**src/core_settings.svh**
```systemverilog
`ifndef CORE_SETTINGS_SVH
`define CORE_SETTINGS_SVH

// datapath and architectural state
`define CORE_XLEN      32
`define CORE_NREGS     32

// reorder buffer entries, power of two
`define CORE_ROB_DEPTH 8

// APB address map (12-bit paddr)
`define CORE_ADDR_INST     12'h000
`define CORE_ADDR_STATUS   12'h004
`define CORE_ADDR_REG_BASE 12'h100

`endif
```
**src/core_pkg.sv**
```systemverilog
`default_nettype none

`include "core_settings.svh"

package core_pkg;

   // major opcodes handled by the core, all others are illegal
   typedef enum logic [6:0] {
      OP     = 7'b0110011,
      OP_IMM = 7'b0010011
   } opcode_e;

   typedef enum logic [3:0] {
      ADD  = 4'd0,
      SUB  = 4'd1,
      SLL  = 4'd2,
      SLT  = 4'd3,
      SLTU = 4'd4,
      XOR  = 4'd5,
      SRL  = 4'd6,
      SRA  = 4'd7,
      OR   = 4'd8,
      AND  = 4'd9,
      MUL  = 4'd10   // low half of product
   } alu_op_e;

   // reorder buffer slot, also the rename tag
   typedef logic [$clog2(`CORE_ROB_DEPTH)-1:0] rob_tag_t;

endpackage

`default_nettype wire

```
**src/reorder_buffer.sv**
```systemverilog
`timescale 1ns/1ps
`default_nettype none

`include "core_settings.svh"

module reorder_buffer (
   input  wire logic                  clk,
   input  wire logic                  reset,
   input  wire logic                  alloc_valid,
   input  wire core_pkg::alu_op_e     alloc_op,
   input  wire logic [4:0]            alloc_dest,
   input  wire logic                  src_a_ready,
   input  wire logic [`CORE_XLEN-1:0] src_a_value,
   input  wire core_pkg::rob_tag_t    src_a_tag,
   input  wire logic                  src_b_ready,
   input  wire logic [`CORE_XLEN-1:0] src_b_value,
   input  wire core_pkg::rob_tag_t    src_b_tag,
   output core_pkg::rob_tag_t         alloc_tag,
   output logic                       rob_full,
   output logic                       rob_empty,
   input  wire core_pkg::rob_tag_t    lookup_tag_a,
   input  wire core_pkg::rob_tag_t    lookup_tag_b,
   output logic                       lookup_done_a,
   output logic                       lookup_done_b,
   output logic      [`CORE_XLEN-1:0] lookup_value_a,
   output logic      [`CORE_XLEN-1:0] lookup_value_b,
   output logic                       mul_start,
   output logic      [`CORE_XLEN-1:0] mul_a,
   output logic      [`CORE_XLEN-1:0] mul_b,
   output core_pkg::rob_tag_t         mul_tag_in,
   input  wire logic                  mul_busy,
   input  wire logic                  mul_done,
   input  wire logic [`CORE_XLEN-1:0] mul_result,
   input  wire core_pkg::rob_tag_t    mul_tag_out,
   output logic                       commit_valid,
   output logic      [4:0]            commit_dest,
   output logic      [`CORE_XLEN-1:0] commit_value,
   output core_pkg::rob_tag_t         commit_tag
);

   localparam int XLEN  = `CORE_XLEN;
   localparam int DEPTH = `CORE_ROB_DEPTH;
   localparam int CW    = $clog2(DEPTH) + 1;

   // entry state
   logic [DEPTH-1:0]   valid, issued, done, a_rdy, b_rdy;
   core_pkg::alu_op_e  op     [DEPTH];
   logic [4:0]         dest   [DEPTH];
   logic [XLEN-1:0]    a_val  [DEPTH];
   logic [XLEN-1:0]    b_val  [DEPTH];
   logic [XLEN-1:0]    result [DEPTH];
   core_pkg::rob_tag_t a_tag  [DEPTH];
   core_pkg::rob_tag_t b_tag  [DEPTH];

   core_pkg::rob_tag_t head, tail, idx;
   logic [CW-1:0]      count;

   // ALU execute stage
   logic               alu_valid;
   core_pkg::rob_tag_t alu_tag;
   core_pkg::alu_op_e  alu_op;
   logic [XLEN-1:0]    alu_a, alu_b, alu_result;

   logic               alu_pick, mul_pick;
   core_pkg::rob_tag_t alu_sel, mul_sel;

   function automatic logic [XLEN-1:0] alu_eval(input core_pkg::alu_op_e f,
                                                input logic [XLEN-1:0] a,
                                                input logic [XLEN-1:0] b);
      logic [$clog2(XLEN)-1:0] sh;
      sh = b[$clog2(XLEN)-1:0];
      case (f)
         core_pkg::ADD:  return a + b;
         core_pkg::SUB:  return a - b;
         core_pkg::SLL:  return a << sh;
         core_pkg::SLT:  return XLEN'($signed(a) < $signed(b));
         core_pkg::SLTU: return XLEN'(a < b);
         core_pkg::XOR:  return a ^ b;
         core_pkg::SRL:  return a >> sh;
         core_pkg::SRA:  return $signed(a) >>> sh;
         core_pkg::OR:   return a | b;
         core_pkg::AND:  return a & b;
         default:        return '0;   // MUL never reaches here
      endcase
   endfunction

   assign alu_result = alu_eval(alu_op, alu_a, alu_b);

   assign alloc_tag = tail;
   assign rob_full  = (count == CW'(DEPTH));
   assign rob_empty = (count == '0);

   // lookups see this cycle's completions too
   always_comb begin
      lookup_done_a  = done[lookup_tag_a];
      lookup_value_a = result[lookup_tag_a];
      lookup_done_b  = done[lookup_tag_b];
      lookup_value_b = result[lookup_tag_b];
      if (alu_valid && alu_tag == lookup_tag_a) begin
         lookup_done_a  = 1'b1;
         lookup_value_a = alu_result;
      end else if (mul_done && mul_tag_out == lookup_tag_a) begin
         lookup_done_a  = 1'b1;
         lookup_value_a = mul_result;
      end
      if (alu_valid && alu_tag == lookup_tag_b) begin
         lookup_done_b  = 1'b1;
         lookup_value_b = alu_result;
      end else if (mul_done && mul_tag_out == lookup_tag_b) begin
         lookup_done_b  = 1'b1;
         lookup_value_b = mul_result;
      end
   end

   // oldest ready entry per unit, scanning from head
   always_comb begin
      alu_pick = 1'b0;
      alu_sel  = head;
      mul_pick = 1'b0;
      mul_sel  = head;
      idx      = head;
      for (int i = 0; i < DEPTH; i++) begin
         idx = head + core_pkg::rob_tag_t'(i);
         if (valid[idx] && !issued[idx] && a_rdy[idx] && b_rdy[idx]) begin
            if (op[idx] == core_pkg::MUL) begin
               if (!mul_pick) begin
                  mul_pick = 1'b1;
                  mul_sel  = idx;
               end
            end else if (!alu_pick) begin
               alu_pick = 1'b1;
               alu_sel  = idx;
            end
         end
      end
   end

   assign mul_start  = mul_pick && !mul_busy;
   assign mul_a      = a_val[mul_sel];
   assign mul_b      = b_val[mul_sel];
   assign mul_tag_in = mul_sel;

   assign commit_valid = valid[head] && done[head];
   assign commit_dest  = dest[head];
   assign commit_value = result[head];
   assign commit_tag   = head;

   always_ff @(posedge clk) begin
      if (reset) begin
         valid     <= '0;
         issued    <= '0;
         done      <= '0;
         head      <= '0;
         tail      <= '0;
         count     <= '0;
         alu_valid <= 1'b0;
      end else begin
         alu_valid <= alu_pick;
         if (alu_pick) begin
            issued[alu_sel] <= 1'b1;
            alu_tag         <= alu_sel;
            alu_op          <= op[alu_sel];
            alu_a           <= a_val[alu_sel];
            alu_b           <= b_val[alu_sel];
         end
         if (mul_start)
            issued[mul_sel] <= 1'b1;

         // writeback and wakeup
         if (alu_valid) begin
            done[alu_tag]   <= 1'b1;
            result[alu_tag] <= alu_result;
         end
         if (mul_done) begin
            done[mul_tag_out]   <= 1'b1;
            result[mul_tag_out] <= mul_result;
         end
         for (int i = 0; i < DEPTH; i++) begin
            if (!a_rdy[i] && alu_valid && a_tag[i] == alu_tag) begin
               a_rdy[i] <= 1'b1;
               a_val[i] <= alu_result;
            end else if (!a_rdy[i] && mul_done && a_tag[i] == mul_tag_out) begin
               a_rdy[i] <= 1'b1;
               a_val[i] <= mul_result;
            end
            if (!b_rdy[i] && alu_valid && b_tag[i] == alu_tag) begin
               b_rdy[i] <= 1'b1;
               b_val[i] <= alu_result;
            end else if (!b_rdy[i] && mul_done && b_tag[i] == mul_tag_out) begin
               b_rdy[i] <= 1'b1;
               b_val[i] <= mul_result;
            end
         end

         if (commit_valid) begin
            valid[head] <= 1'b0;
            head        <= head + 1'b1;
         end
         if (alloc_valid) begin   // tail slot is free, overrides wakeup
            valid[tail]  <= 1'b1;
            issued[tail] <= 1'b0;
            done[tail]   <= 1'b0;
            op[tail]     <= alloc_op;
            dest[tail]   <= alloc_dest;
            a_rdy[tail]  <= src_a_ready;
            a_val[tail]  <= src_a_value;
            a_tag[tail]  <= src_a_tag;
            b_rdy[tail]  <= src_b_ready;
            b_val[tail]  <= src_b_value;
            b_tag[tail]  <= src_b_tag;
            tail         <= tail + 1'b1;
         end
         count <= count + CW'(alloc_valid) - CW'(commit_valid);
      end
   end

endmodule

`default_nettype wire

```
**config.mk**
```make
export PLATFORM = sky130hd
export DESIGN_NAME = reorder_buffer
export DESIGN_NICKNAME = d
export VERILOG_FILES = /design/src/core_pkg.sv /design/src/reorder_buffer.sv
export VERILOG_INCLUDE_DIRS = /design/src
export SDC_FILE = /design/constraint.sdc
export NUM_CORES = 2
export LEC_CHECK = 0
export BUFFER_PORTS_ARGS = -buffer_cell sky130_fd_sc_hd__buf_4
export CORE_MARGIN = 5
export CORE_UTILIZATION = 50
export CTS_BUF_LIST = sky130_fd_sc_hd__clkbuf_2 sky130_fd_sc_hd__clkbuf_4 sky130_fd_sc_hd__clkbuf_8
export CTS_CLUSTER_DIAMETER = 120
export CTS_CLUSTER_SIZE = 20
export DETAILED_ROUTE_END_ITERATION = 7
export PLACE_DENSITY = 0.77
export SYNTH_ARGS = -nofsm -noshare
export SYNTH_HDL_FRONTEND = slang
export SYNTH_SLANG_ARGS = --single-unit
```
**constraint.sdc**
```tcl
create_clock -name clk -period 16.35 [get_ports clk]
set_clock_uncertainty 0.05 [all_clocks]
set_input_delay 1.635 -clock clk [delete_from_list [all_inputs] [get_ports clk]]
set_output_delay 1.635 -clock clk [all_outputs]
set_load 0.1 [all_outputs]
```
==> parameters.txt <==
Parameter                              Value

Power
  Sequential power share    around 52%
  Clk network pwr share    a little over a fifth
  Power Dens Cells    approximately 75 mW/mm²
  Switch share    34.2%
  Sum of internal, switching and leakage power    around 0.0058 W
  Pleak    31.0 nW
  Worst vdd rail ir drop    about 0.00011 V
  Switch Pwr    between 0.0015 and 0.002 W
  Power Internal    between 0.003 and 0.004 W
  Combinational Power Share    26.9%

Final layout
  Most used cells in the layout excluding fill and tap cells    sky130_fd_sc_hd__edfxtp_1 (975), sky130_fd_sc_hd__mux2i_1 (807), sky130_fd_sc_hd__nor2_1 (715), sky130_fd_sc_hd__a21oi_1 (708), sky130_fd_sc_hd__buf_4 (492)
  Fraction of layout cells with a size suffix above 1    roughly 18%
  Most frequent standard cell in the layout excluding fill and tap cells    sky130_fd_sc_hd__edfxtp_1
  Final non-filler cell area    just under 0.08 mm²
  Number of nets at the end of the flow    6997
  Signed area change from the synthesized netlist to the final layout    6.59%

Die
  I/O Pins    307
  Width of the chip    ~390 µm
  Placeable core region    approximately 0.14 mm²
  Die Outline Area    between 0.15 and 0.2 mm²
  FP Rows    139
  Initial Util    50.4%
  Die Span Y    between 300 and 400 µm

Synth
  Sequential cell area fraction in the yosys report    41.5%
  Leading register cell type out of synthesis    sky130_fd_sc_hd__edfxtp_1
  Adder-cell share of the synthesized area    1.98%
  Area fraction of the dominant cell type after synthesis    ~40%
  Share of async-settable or async-resettable flops after synthesis    0%
  Number of nets in the synthesized netlist    between 7000 and 8000
  Netlist area before placement    0.0724 mm²
  Fraction of the mapped netlist area in compound gates    between 10 and 15%
  Largest family of logic cells by synthesized area    multiplexers
  Xor/xnor cell area share of the yosys netlist    around 1.7%
  Largest cells by area after synthesis    sky130_fd_sc_hd__edfxtp_1 (40%), sky130_fd_sc_hd__mux2i_1 (11%), sky130_fd_sc_hd__mux4_2 (11%), sky130_fd_sc_hd__a21oi_1 (5.0%), sky130_fd_sc_hd__nor2_1 (3.8%)
  Ys Warns    0
  Mux cell area share after synthesis    between 20% and 30%
  Area share of and/or/nand/nor cells after synthesis    10.1%
  Dominant cell type by area after synthesis    sky130_fd_sc_hd__edfxtp_1
  Number of distinct standard cells referenced by the synthesized netlist    between 90 and 100
  Cells after Synth    6968
  Post-synthesis sequential element count    around 1000
  Syn Area/Cell    between 10 and 15 µm²
  EDFF count, synth    between 900 and 1000

Setup path
  Startpoint-to-endpoint class of the critical path    flip-flop to primary output
  Launch instance of the worst register-to-register path    commit_tag[1]
  Arrival time worst endpoint    ~8.3 ns
  CP Launch Type    flip-flop
  Endpoint class of the critical path    primary output
  Largest driver fanout on the critical path    about 80
  Worst setup path startpoint    commit_tag[1]
  Required @ worst endpoint    around 15 ns

Clock network
  Sink Count    1013
  # Post-CTS Setup Buffers    0
  Number of buffers added to fix hold violations after cts    0
  TritonCTS buffer count    57
  Clock tree from TritonCTS    built
  Htree depth    2
  Post-cts repair resize count    0
  Clock tree root buffer cell    sky130_fd_sc_hd__clkbuf_8
  CTS Buffer Depth    3
  Clock-pin transition on the worst setup and hold timing paths    between 0.1 and 0.15 ns
  Insertion delay of the later-clocked pin in the worst-skew pair    between 0.9 and 1 ns

Status
  Violated checks    design-rule violations
  Run status    finished, violations left

Placed design
  Placed Instance Area    around 0.076 mm²
  Hpwl dp    approximately 180 mm
  Count of buffers from port buffering    between 300 and 400
  Final Wtd Congestion    between 1 and 1.5

Global routing
  Largest net degree at the start of global routing    84
  Wire length of the first global-routing pass    roughly 410 mm
  Number of antenna violations at the first check in global routing    43
  Congestion Overflow GR    0
  Via count of the first global-routing pass    ~61000
  Aggregate global-route resource usage    between 30% and 40%

Timing
  Worst Tran Pin Value    between 1 and 1.5 ns
  Final-layout worst hold slack    between 0.4 and 0.5 ns
  Final-layout setup total negative slack    0 ns
  Max-slew violation total from the final report    0
  Final worst-path cycle share    between 60% and 70%
  Max Freq    roughly 100 MHz
  Unrepaired setup endpoints after global routing    false
  Final critical-path required period    around 10 ns
  Worst slew margin relative to its limit    roughly a tenth
  Count of final hold-check violations    0
  Setup-violating endpoint count in the final report    0

Flow run
  Max-cap check violation count    0

Routing
  DRC errors left    8
  Vias per Instance    a little over 7
  Total Wirelength    around 290 mm
  Post-route antenna net violation count    0
  Number of detailed-routing iterations run before antenna repair    8
  Vias post-DR    around 63000
  Average wire per standard cell    between 30 and 40 µm
  DRC violation total after the first TritonRoute iteration    ~11000

Hold path
  Path class of the lowest-slack min-delay path    flip-flop to flip-flop
  Min-Delay Startpoint    valid[6]
==> path summary, 6_finish.rpt <==
check / endpoint / slack (ns) / cells past startpoint
worst min register to register: valid[6] / 0.47 / 2
worst max-delay path: mul_b[29] / 6.35 / 15
worst max register to register: alu_b[8] / 8.54 / 15
worst min-delay path: valid[6] / 0.47 / 2
==> registers in the layout, indices dropped and copies added (netlist names), 8 cells and up, named ones only <==
signal  flops
a_val     256
b_val     256
result    256
dest       40
alu_a      32
alu_b      32
op         32
a_tag      24
b_tag      24
a_rdy       8
b_rdy       8
done        8
issued      8
valid       8
==> cells in the mapped netlist, types with 67 or more instances <==
library cell	n
sky130_fd_sc_hd__mux2_2	147
sky130_fd_sc_hd__clkbuf_1	470
sky130_fd_sc_hd__a22o_1	67
sky130_fd_sc_hd__o22ai_1	84
sky130_fd_sc_hd__edfxtp_1	975
sky130_fd_sc_hd__xnor2_1	97
sky130_fd_sc_hd__o21ai_0	428
sky130_fd_sc_hd__nand3_1	102
sky130_fd_sc_hd__a21oi_1	717
sky130_fd_sc_hd__ha_1	110
sky130_fd_sc_hd__nand2_1	451
sky130_fd_sc_hd__nor2_1	729
sky130_fd_sc_hd__o211ai_1	68
sky130_fd_sc_hd__inv_1	197
sky130_fd_sc_hd__a31oi_1	115
sky130_fd_sc_hd__buf_1	187
sky130_fd_sc_hd__or3_1	77
sky130_fd_sc_hd__mux4_2	357
sky130_fd_sc_hd__mux2i_1	809
==> metrics by stage <==
stage | setup WS [ns] | utilization (%) | std cells
final | 6.35 | 53.7 | 8720
after CTS | 6.47 | 53.6 | 8682
after floorplan | 7.76 | - | 6968
after detailed placement | 7.46 | 52.9 | 8600
after global placement | 7.58 | 52.9 | 8600
after global routing | 5.95 | 53.7 | 8701
==> cell families (layout without fill, tap and decap cells) <==
| group | after synthesis | in the layout |
|---|---|---|
| AND/OR/NAND/NOR | 1635 | 1635 |
| flip-flops | 1013 | 1013 |
| multiplexers | 1314 | 1314 |
| AO/OA/AOI/OAI | 1787 | 1787 |
| other | 0 | 37 |
| buffers and inverters | 971 | 783 |
| adder cells (fa/ha/maj) | 113 | 113 |
| XOR/XNOR | 135 | 135 |
==> critical path, stage by stage, from the launching register on <==
cell and delay [ns]:
sky130_fd_sc_hd__dfxtp_1 0.88, sky130_fd_sc_hd__inv_2 0.31, sky130_fd_sc_hd__ha_1 0.80, sky130_fd_sc_hd__inv_2 0.24
sky130_fd_sc_hd__mux4_2 0.52, sky130_fd_sc_hd__nor2b_1 0.17, sky130_fd_sc_hd__mux2i_1 0.32, sky130_fd_sc_hd__nor2b_2 0.28
sky130_fd_sc_hd__nor3b_2 0.38, sky130_fd_sc_hd__nand2_1 0.12, sky130_fd_sc_hd__a211oi_2 0.58, sky130_fd_sc_hd__inv_8 0.40
sky130_fd_sc_hd__and2_2 0.37, sky130_fd_sc_hd__buf_4 0.35, sky130_fd_sc_hd__a221oi_1 1.20, sky130_fd_sc_hd__buf_4 0.46
==> routing by layer <==
layer / vias to the layer above / track usage (%) / part of all wire [%]
met5: - / 0.0940 / 0.027
met4: 14 / 24.1 / 8.5
met3: 1305 / 11.2 / 15
met2: 5548 / 54.2 / 43
met1: 30031 / 45.0 / 33
li1: 25699 / - / -
==> power groups by stage <==
stage | registers, W | clock network, W | logic (W)
after floorplan | 0.00306 | 0 | 0.00107
after global placement | 0.00307 | 0 | 0.00149
after detailed placement | 0.00307 | 0 | 0.00152
after CTS | 0.00302 | 0.00122 | 0.00152
after global routing | 0.00302 | 0.00130 | 0.00163
final | 0.00302 | 0.00122 | 0.00156
==> cell type report <==
cell class | instances | area [µm²]
clock inverters | 9 | 83.8
repair buffers | 494 | 3720
inverters | 207 | 785
flip-flops and latches | 1013 | 30000
clock buffers | 73 | 902
diodes | 37 | 92.6
well taps | 1903 | 2380
fillers | 12165 | 66600
multi-input cells | 4984 | 39200
(Power assumes the default switching activity.)
